File: src/ssc_pkg.sv
/*
 * Shared widths, counts and packed structs for the snack shopping
 * calculator. The RTL stages and the testbench import this package
 * so that the order and result layouts are defined in one place.
 */

`default_nettype none

package ssc_pkg;

    // ======================================================================
    // sizes
    // ======================================================================

    // card length in bcd digits
    localparam int unsigned N_DIGITS = 16;
    // snack kinds per order
    localparam int unsigned N_ITEMS  = 8;
    // money and change width
    localparam int unsigned MONEY_W  = 9;
    // one item cost, 15 x 15 at most
    localparam int unsigned COST_W   = 8;
    // running total plus a borrow bit
    localparam int unsigned SUM_W    = 12;

    // ======================================================================
    // types
    // ======================================================================

    typedef logic [3:0] digit_t;

    // digit 0 sits in bits 3:0
    typedef digit_t [N_DIGITS-1:0] card_t;

    typedef logic [MONEY_W-1:0] money_t;

    typedef logic [COST_W-1:0] cost_t;

    // entry N_ITEMS-1 is the top slot
    typedef cost_t [N_ITEMS-1:0] cost_vec_t;

    // one snack slot
    typedef struct packed {
        logic [3:0] count;
        logic [3:0] price;
    } item_t;

    // top level input, 137 bits
    typedef struct packed {
        card_t                   card;
        money_t                  money;
        item_t [N_ITEMS-1:0]     items;
    } order_t;

    // top level output, 10 bits
    typedef struct packed {
        logic   valid;
        money_t change;
    } result_t;

endpackage

`default_nettype wire

File: src/luhn_checker.sv
/*
 * Luhn check of a 16 digit bcd card number. Odd index digits are
 * doubled with their two digits folded back into one, all sixteen
 * values are summed and the card passes when the sum is a multiple
 * of ten. Purely combinational.
 */

`timescale 1ns/1ps
`default_nettype none

module luhn_checker
    import ssc_pkg::*;
(
    input  card_t card,
    output logic  card_ok
);

    // ======================================================================
    // digit doubling
    // ======================================================================

    // 2*d with its decimal digits added
    function automatic digit_t double_digit(input digit_t d);
        digit_t r;
        case (d)
            4'd0:    r = 4'd0;
            4'd1:    r = 4'd2;
            4'd2:    r = 4'd4;
            4'd3:    r = 4'd6;
            4'd4:    r = 4'd8;
            4'd5:    r = 4'd1;
            4'd6:    r = 4'd3;
            4'd7:    r = 4'd5;
            4'd8:    r = 4'd7;
            4'd9:    r = 4'd9;
            // non bcd nibble drops out
            default: r = 4'd0;
        endcase
        return r;
    endfunction

    logic [7:0] sum;

    // ======================================================================
    // digit sum
    // ======================================================================

    always_comb begin
        sum = 8'd0;
        for (int i = 0; i < N_DIGITS; i++) begin
            if (i % 2 == 1) begin
                sum = sum + 8'(double_digit(card[i]));
            end else begin
                // even slots pass as is, even above 9
                sum = sum + 8'(card[i]);
            end
        end
    end

    // ======================================================================
    // mod ten test
    // ======================================================================

    // bcd input keeps the sum within 0..144
    // higher multiples only come from nibbles above 9
    always_comb begin
        case (sum)
            8'd0, 8'd10, 8'd20, 8'd30, 8'd40,
            8'd50, 8'd60, 8'd70, 8'd80, 8'd90,
            8'd100, 8'd110, 8'd120, 8'd130, 8'd140,
            8'd150, 8'd160, 8'd170, 8'd180, 8'd190: begin
                card_ok = 1'b1;
            end
            default: begin
                card_ok = 1'b0;
            end
        endcase
    end

endmodule

`default_nettype wire

File: src/cost_sorter.sv
/*
 * Item cost and sort stage. Each slot's count is multiplied by its
 * unit price, and the eight costs go through a Batcher odd-even merge
 * network of nineteen compare-exchange steps. Output is ascending,
 * so entry N_ITEMS-1 holds the largest cost. Purely combinational.
 */

`timescale 1ns/1ps
`default_nettype none

module cost_sorter
    import ssc_pkg::*;
(
    input  item_t [N_ITEMS-1:0] items,
    output cost_vec_t           sorted
);

    // ======================================================================
    // compare-exchange
    // ======================================================================

    // returns {larger, smaller}
    // decision taken from the borrow of a - b
    function automatic logic [2*COST_W-1:0] cmp_swap(input cost_t a, input cost_t b);
        logic [COST_W:0] diff;
        diff = {1'b0, a} - {1'b0, b};
        if (diff[COST_W]) begin
            // a below b, keep order
            return {b, a};
        end else begin
            return {a, b};
        end
    endfunction

    cost_vec_t costs;
    cost_vec_t net;

    // ======================================================================
    // per item cost
    // ======================================================================

    always_comb begin
        for (int i = 0; i < N_ITEMS; i++) begin
            costs[i] = COST_W'(items[i].count) * COST_W'(items[i].price);
        end
    end

    // ======================================================================
    // odd-even merge network
    // ======================================================================

    always_comb begin
        net = costs;

        // sort pairs
        {net[1], net[0]} = cmp_swap(net[0], net[1]);
        {net[3], net[2]} = cmp_swap(net[2], net[3]);
        {net[5], net[4]} = cmp_swap(net[4], net[5]);
        {net[7], net[6]} = cmp_swap(net[6], net[7]);

        // merge pairs into sorted fours
        {net[2], net[0]} = cmp_swap(net[0], net[2]);
        {net[3], net[1]} = cmp_swap(net[1], net[3]);
        {net[6], net[4]} = cmp_swap(net[4], net[6]);
        {net[7], net[5]} = cmp_swap(net[5], net[7]);

        // inner fixups of each four
        {net[2], net[1]} = cmp_swap(net[1], net[2]);
        {net[6], net[5]} = cmp_swap(net[5], net[6]);

        // merge the two fours, stride four
        {net[4], net[0]} = cmp_swap(net[0], net[4]);
        {net[5], net[1]} = cmp_swap(net[1], net[5]);
        {net[6], net[2]} = cmp_swap(net[2], net[6]);
        {net[7], net[3]} = cmp_swap(net[3], net[7]);

        // stride two
        {net[4], net[2]} = cmp_swap(net[2], net[4]);
        {net[5], net[3]} = cmp_swap(net[3], net[5]);

        // final neighbour pass
        // ends 0 and 7 are already settled
        {net[2], net[1]} = cmp_swap(net[1], net[2]);
        {net[4], net[3]} = cmp_swap(net[3], net[4]);
        {net[6], net[5]} = cmp_swap(net[5], net[6]);
    end

    // smallest at 0, largest at N_ITEMS-1
    assign sorted = net;

endmodule

`default_nettype wire

File: src/change_calc.sv
/*
 * Greedy purchase and output register. Running totals of the largest
 * costs are subtracted from the money, and the borrow bits pick the
 * last total that still fits. The change and valid flag are
 * registered, so the result follows its order by one clock. A
 * rejected card returns the money untouched with valid low.
 */

`timescale 1ns/1ps
`default_nettype none

module change_calc
    import ssc_pkg::*;
(
    input  logic      clk,
    input  logic      arst_n,
    input  cost_vec_t sorted,
    input  logic      card_ok,
    input  money_t    money,
    output result_t   result
);

    // total[k] holds the k+1 largest costs
    logic [SUM_W-1:0]   total [N_ITEMS];
    // money minus total[k], msb is the borrow
    logic [SUM_W-1:0]   diff [N_ITEMS];
    logic [N_ITEMS-1:0] borrow;
    money_t             fit_change;

    // ======================================================================
    // running totals, largest first
    // ======================================================================

    always_comb begin
        total[0] = SUM_W'(sorted[N_ITEMS-1]);
        for (int k = 1; k < N_ITEMS; k++) begin
            total[k] = total[k-1] + SUM_W'(sorted[N_ITEMS-1-k]);
        end
    end

    always_comb begin
        for (int k = 0; k < N_ITEMS; k++) begin
            diff[k]   = SUM_W'(money) - total[k];
            borrow[k] = diff[k][SUM_W-1];
        end
    end

    // ======================================================================
    // purchase select
    // ======================================================================

    // first borrow stops the buying
    // later cheaper items are skipped even if they would fit
    always_comb begin
        logic stopped;
        stopped    = 1'b0;
        // nothing bought yet
        fit_change = money;
        for (int k = 0; k < N_ITEMS; k++) begin
            if (!stopped) begin
                if (borrow[k]) begin
                    stopped = 1'b1;
                end else begin
                    // no borrow, so the difference fits in MONEY_W
                    fit_change = diff[k][MONEY_W-1:0];
                end
            end
        end
    end

    // ======================================================================
    // output register
    // ======================================================================

    always_ff @(posedge clk or negedge arst_n) begin
        if (!arst_n) begin
            result <= '0;
        end else begin
            result.valid  <= card_ok;
            // rejected card gets its money back
            result.change <= card_ok ? fit_change : money;
        end
    end

endmodule

`default_nettype wire

File: src/ssc_top.sv
/*
 * Top level of the snack shopping calculator. The order is a level
 * input sampled every clock; the card check and the cost sort are
 * combinational and the change stage registers the result, giving a
 * latency of one cycle with a new order accepted every cycle.
 */

`timescale 1ns/1ps
`default_nettype none

module ssc_top
    import ssc_pkg::*;
(
    input  logic    clk,
    input  logic    arst_n,
    input  order_t  order,
    output result_t result
);

    // luhn result for the current order
    logic      card_ok;
    // costs in ascending order
    cost_vec_t sorted;

    // ======================================================================
    // stages
    // ======================================================================

    // card check
    luhn_checker luhn_checker_inst (
        .card    (order.card),
        .card_ok (card_ok)
    );

    // cost and sort
    cost_sorter cost_sorter_inst (
        .items  (order.items),
        .sorted (sorted)
    );

    // greedy change, registered
    change_calc change_calc_inst (
        .clk     (clk),
        .arst_n  (arst_n),
        .sorted  (sorted),
        .card_ok (card_ok),
        .money   (order.money),
        .result  (result)
    );

endmodule

`default_nettype wire

File: config.mk
export PLATFORM = sky130hd
export DESIGN_NAME = ssc_top
export DESIGN_NICKNAME = d
export VERILOG_FILES = /design/src/ssc_pkg.sv /design/src/luhn_checker.sv /design/src/cost_sorter.sv /design/src/change_calc.sv /design/src/ssc_top.sv
export SDC_FILE = /design/constraint.sdc
export NUM_CORES = 1
export LEC_CHECK = 0
export ABC_AREA = 1
export BUFFER_PORTS_ARGS = -buffer_cell sky130_fd_sc_hd__clkbuf_2
export CORE_UTILIZATION = 30
export CTS_BUF_LIST = sky130_fd_sc_hd__clkbuf_4 sky130_fd_sc_hd__clkbuf_8 sky130_fd_sc_hd__clkbuf_16
export DETAILED_ROUTE_END_ITERATION = 6
export PLACE_DENSITY = 0.43
export SLEW_MARGIN = 25
export SYNTH_ARGS = -nofsm -noshare
export SYNTH_HDL_FRONTEND = slang
export SYNTH_HIERARCHICAL = 1
export SYNTH_SLANG_ARGS = --single-unit
File: constraint.sdc
create_clock -name clk -period 0.8 [get_ports clk]
set_input_delay 0.16 -clock clk [delete_from_list [all_inputs] [get_ports clk]]
set_output_delay 0.16 -clock clk [all_outputs]
set_load 0.005 [all_outputs]
==> results of run 1 <==
worst paths after layout:
path                            from                              endpoint  slack (ns)  cells after the start
worst max-delay path        order[3]  change_calc_inst/result[1]$_DFF_PN0_      -14.42                     99
worst min-delay path       order[64]  change_calc_inst/result[0]$_DFF_PN0_        0.23                      4
max in group asynchronous     arst_n  change_calc_inst/result[1]$_DFF_PN0_        0.29                      2
min in group asynchronous     arst_n  change_calc_inst/result[4]$_DFF_PN0_        0.32                      2
cells by family after synthesis:
kind of cell | Yosys count | synth area share [%]
flops | 10 | 1.26
buf+inv | 615 | 12.1
compound gates | 538 | 15.2
fa+ha+maj | 461 | 33.1
simple gates | 1516 | 33.3
xor+xnor | 112 | 5.00
cell usage in the layout, fill, tap and decap left out, types with 7 or more instances in the layout:
cell type and instances:
dfrtp_1 10, buf_4 1103, fa_2 22, inv_4 7, nor2_2 19, o21ai_1 42, ha_4 61, fa_1 83
o21ai_0 167, nand2_2 110, nand2_4 42, nand3b_1 13, nand3_2 21, ha_1 288, o211ai_1 20, o21ai_2 53
nand2_8 8, ha_2 7, a211oi_2 9, xnor2_1 19, nand3_4 11, inv_8 7, nor2_4 12, inv_1 508
a21oi_1 128, a21oi_2 40, nand4_1 37, nand3_1 195, nand2_1 935, buf_6 30, o21ai_4 21, xnor2_2 14
nor2_1 97, xor2_1 47, clkbuf_2 131, xor2_2 26, inv_2 45
what timing repair did:
item                       4_1_cts  5_1_grt
hold endpoints to repair        10        0
buffers inserted               113       39
setup endpoints to repair       20       20
pin swaps                      221      143
hold buffers                     1        0
gates resized for setup        348      202
gates cloned                    12        1
per-stage QoR:
| step | setup WS, ns | cell area, um2 |
|---|---|---|
| finish | -14.42 | 33000 |
| detailed placement | -16.16 | 29200 |
| floorplan | -15.16 | 20400 |
| global placement | -15.79 | 29200 |
| global route | -15.22 | 33000 |
| CTS | -14.08 | 31800 |
metal layers:
| layer | vias to the layer above | global-route usage [%] | routed length, um |
|---|---|---|---|
| li1 | 13000 | - | - |
| met1 | 11200 | 25.9 | 32600 |
| met2 | 219 | 41.1 | 37200 |
| met3 | 70 | 0.284 | 674 |
| met4 | 0 | 4.68 | 1740 |
| met5 | - | 0 | 0 |
worst max-delay path, delay by kind of cell:
family | cells | cell delay [ns]
buf+inv | 17 | 1.37
simple gates | 35 | 2.88
xor+xnor | 5 | 0.86
fa+ha+maj | 18 | 6.08
compound gates | 24 | 3.93
cell type report:
class / instances / area share (%)
repair inverters: 7 / 0.182
multi-input cells: 2632 / 60.0
flip-flops and latches: 10 / 0.758
inverters: 570 / 6.75
clock buffers: 3 / 0.227
well taps: 855 / 3.24
repair buffers: 1280 / 28.8
synth_stat cells, drive strengths merged (4+ instances only):
| cell type | n |
|---|---|
| a211o | 4 |
| a211oi | 17 |
| a21o | 5 |
| a21oi | 173 |
| a31o | 5 |
| a31oi | 9 |
| buf | 17 |
| clkbuf | 28 |
| clkinv | 6 |
| dfrtp | 10 |
| fa | 105 |
| ha | 356 |
| inv | 564 |
| nand2 | 1091 |
| nand3 | 226 |
| nand3b | 13 |
| nand4 | 37 |
| nor2 | 129 |
| nor3 | 8 |
| o211ai | 20 |
| o21ai | 283 |
| o21bai | 6 |
| o31ai | 6 |
| or2 | 7 |
| xnor2 | 35 |
| xor2 | 77 |
==> summary.md, run 1 <==
| Metric | Value |
|---|---|
| Register Area | 250 um2 |
| Number of detailed-route iterations in the first pass | 6 |
| Synth Net Count | 3852 |
| Die width | 259 um |
| Clock sink count | 10 |
| Aggregate global routing overflow | 0 |
| Cells after Synth | 3252 |
| Synth top area cells | ha_1 23%, nand2_1 19%, fa_1 11%, inv_1 10%, o21ai_0 6.8% |
| Top cell type's share of synthesized area | 22.5% |
| DR WL/cell | 13.5 um |
| Worst Path Class, Setup | in2reg |
| Diodes inserted | 0 |
| Max clock buf depth | 2 |
| TritonCTS Buffers | 3 |
| Max reg flops | 10 |
| CP required | 0.92 ns |
| Htree depth | 1 |
| Drt via density | 4.57 |
| Die extent in y | 259 um |
| Final hold violation count | 0 |
| CP Max Fanout | 8 |
| Synth Register Bits | 10 |
| Min-delay worst type | in2reg |
| IO buf count | 148 |
| Fraction of layout cells with a size suffix above 1 | 41.3% |
| Root Driver | clkbuf_16 |
| Largest net degree at the start of global routing | 20 |
| Final period util | 1900% |
| Mean Syn Cell Area | 6.08 um2 |
| Worst path slowest cell | fa_1 |
| Largest stage delay, worst path | 0.58 ns |
| Worst-margin pin slew | 0.695 ns |
| Critical Path End Type | register |
| Fillers | 6517 |
| Placed wire-length estimate | 63300 um |
| Core Util, Final | 50.9% |
| Post-synth EDFFs | 0 |
| Mapped Area | 0.0198 mm2 |
| DRC | 0 |
| Fin worst setup slack | -14.42 ns |
| Routed WL | 72200 um |
| Final setup violation count | 20 |
| Starting Density | 30.5% |
| TNS Setup | -134.58 ns |
| Total GRT Usage | 21.2% |
| Largest area contributor in the synthesized netlist | ha_1 |
| Multi-input gate area | 0.0198 mm2 |
| Critical Path Start Type | primary input |
| Maxcap violations | 0 |
| Synth async-reset ratio | 100% |
| Outcome | complete, but fails checks |
| Ys Warns | 6 |
| Synth Flop Type | dfrtp_1 |
| Failing checks | setup timing |
| # IOs | 149 |
| Core area | 0.0648 mm2 |
| Relative slew slack | 53.2% |
| Final Non-Filler Cells | 5357 |
| Routed Antenna Nets | 0 |
| Placed cells | 5192 |
| Final GP Congestion | 0.891 |
| Vias in the first global route | 24900 |
| First-pass GRT wire length | 118000 um |
| RSZ-0062 raised after global routing | yes |
| Worst-path clk slew | 0.04 ns |
| Initial antenna violation count | 0 |
| Initial DRC Count | 848 |
| # nets final | 5104 |
| Worst hold slack | 0.234 ns |
| Min Tclk post-route | 15.22 ns |
| Total die area | 0.0670 mm2 |
| Max-slew violation count | 0 |
| Critical path arrival | 15.34 ns |
| Reg with most FFs | change_calc_inst/result |
| Vias post-DR | 24500 |
| Area grow syn2layout | 66.9% |
| FP Rows | 93 |
| Seq/Total Area, Yosys | 1.26% |
| CTS tree | done |
| Netlist cell types | 54 |
| Largest registers | change_calc_inst/result (10) |
| Fmax | 65.7 MHz |
Power of run 1 is left out: the tool's default activity adds up to more than one toggle a clock period on the data nets, which glitch-free logic cannot reach.
==> run 2: changes to the inputs <==
GPL_TIMING_DRIVEN = 0   (was default)
==> summary.md, run 2 (synthesized netlist as in run 1, its figures left out) <==
| Metric | Value |
|---|---|
| Outcome | complete, but fails checks |
| Failing checks | setup timing |
| FP Rows | 93 (unchanged) |
| Htree depth | 1 (unchanged) |
| # IOs | 149 (unchanged) |
| Critical path arrival | 15.97 ns (+0.63 ns) |
| CP Max Fanout | 8 (unchanged) |
| Core area | 0.0648 mm2 (unchanged) |
| Critical Path Start Type | primary input |
| Die extent in y | 259 um (unchanged) |
| Final setup violation count | 20 (unchanged) |
| Number of detailed-route iterations in the first pass | 5 (-1) |
| Most frequent cell on the critical path | nand2_2 |
| Final GP Congestion | 0.877 (-1.6%) |
| Max reg flops | 10 (unchanged) |
| Area grow syn2layout | 38.4% |
| Crit-path leading delay family | adder cells |
| RSZ-0062 raised after global routing | yes |
| Worst-margin pin slew | 0.946 ns (+0.251 ns) |
| Min Tclk post-route | 15.85 ns (+0.634 ns) |
| Worst hold slack | 0.169 ns (-0.0652 ns) |
| TritonCTS Buffers | 3 (unchanged) |
| IO buf count | 148 (unchanged) |
| Largest stage delay, worst path | 0.56 ns (-0.02 ns) |
| Fin worst setup slack | -15.05 ns (-0.634 ns) |
| Aggregate global routing overflow | 0 (unchanged) |
| Clock sink count | 10 (unchanged) |
| Initial antenna violation count | 1 (+1) |
| Fmax | 63.1 MHz (-4.0%) |
| Total die area | 0.0670 mm2 (unchanged) |
| Vias in the first global route | 21800 (-13%) |
| Maxcap violations | 0 (unchanged) |
| Final period util | 1980% (+79 points) |
| Drt via density | 4.80 (+5.0%) |
| DRC | 0 (unchanged) |
| Placed wire-length estimate | 55700 um (-12%) |
| CP required | 0.92 ns (about the same) |
| Starting Density | 30.5% (unchanged) |
| Min-delay worst type | in2reg |
| Worst path slowest cell | fa_2 |
| Reg with most FFs | change_calc_inst/result |
| Commonest non-fill, non-tap cell in the layout | nand2_1 |
| Routed Antenna Nets | 0 (unchanged) |
| First-pass GRT wire length | 108000 um (-8.1%) |
| Total GRT Usage | 19.6% (-1.6 points) |
| Die width | 259 um (unchanged) |
| Routed WL | 66900 um (-7.3%) |
| Root Driver | clkbuf_16 |
| Max clock buf depth | 2 (unchanged) |
| Final hold violation count | 0 (unchanged) |
| Critical Path End Type | register |
| Worst Path Class, Setup | in2reg |
| Max-slew violation count | 0 (unchanged) |
| CTS tree | done |
| Largest net degree at the start of global routing | 19 (-5.0%) |
| Relative slew slack | 36.3% (-17 points) |
| DR WL/cell | 14.8 um (+10%) |
| Vias post-DR | 21700 (-12%) |
| Fraction of layout cells with a size suffix above 1 | 28.9% (-12 points) |
| # nets final | 4260 (-17%) |
| Worst-path clk slew | 0.04 ns (about the same) |
| Largest registers | change_calc_inst/result (10) |
| Initial DRC Count | 830 (-2.1%) |
| CP Buf/Inv Count | 23 (+6) |
| Most frequent cells in the layout | 920 x nand2_1, 513 x inv_1, 276 x ha_1 |
==> run 2: final timing paths <==
| path | startpoint | to | slack [ns] | cells past startpoint |
|---|---|---|---|---|
| max | order[53] | change_calc_inst/result[6]$_DFF_PN0_ | -15.05 | 106 |
| min in group asynchronous | arst_n | change_calc_inst/result[1]$_DFF_PN0_ | 0.33 | 2 |
| min | order[64] | change_calc_inst/result[0]$_DFF_PN0_ | 0.17 | 3 |
| max in group asynchronous | arst_n | change_calc_inst/result[7]$_DFF_PN0_ | 0.29 | 2 |
==> run 2: cell type report <==
| cell class | count | area (um2) |
|---|---|---|
| Timing Repair Buffer | 401 | 2970 |
| Inverter | 570 | 2220 |
| Antenna cell | 1 | 2.50 |
| Multi-Input combinational cell | 2627 | 20300 |
| Timing Repair inverter | 2 | 27.5 |
| Sequential cell | 10 | 250 |
| Tap cell | 855 | 1070 |
| Fill cell | 6696 | 37400 |
| Buffer | 45 | 449 |
| Clock buffer | 3 | 75.1 |
==> run 2: per-stage QoR <==
step	util (%)	instance area [um2]	std cells	TNS, ns	setup slack, ns
floorplan	-	20400	3252	-140.56	-15.16
global placement	34.2	22200	4255	-169.90	-18.38
detailed placement	34.2	22200	4255	-171.14	-18.51
CTS	40.2	26100	4454	-138.96	-14.93
global route	42.3	27400	4514	-147.97	-15.88
finish	42.3	27400	4514	-140.05	-15.05
==> run 2: tightest hold or removal path, delay by kind of cell <==
kind	cells	cell delay, ns
simple gates	2	0.12
buf+inv	1	0.09
==> run 2: what timing repair did <==
action	CTS	global route
hold buffers	1	0
hold endpoints to repair	10	0
pin swaps	192	120
gates resized for setup	477	211
endpoints found under the setup margin	20	20
cloned	13	1
setup buffers	182	58
==> run 2: layer usage <==
metal / up-vias / share of wire, % / track usage, % / wire [um]
li1: 11300 / - / - / -
met1: 10100 / 47 / 25.7 / 31300
met2: 257 / 50 / 36.2 / 33200
met3: 64 / 1.3 / 0.166 / 863
met4: 0 / 2.2 / 3.45 / 1460
met5: - / 0 / 0 / 0
Power of run 2 is left out for the same reason.
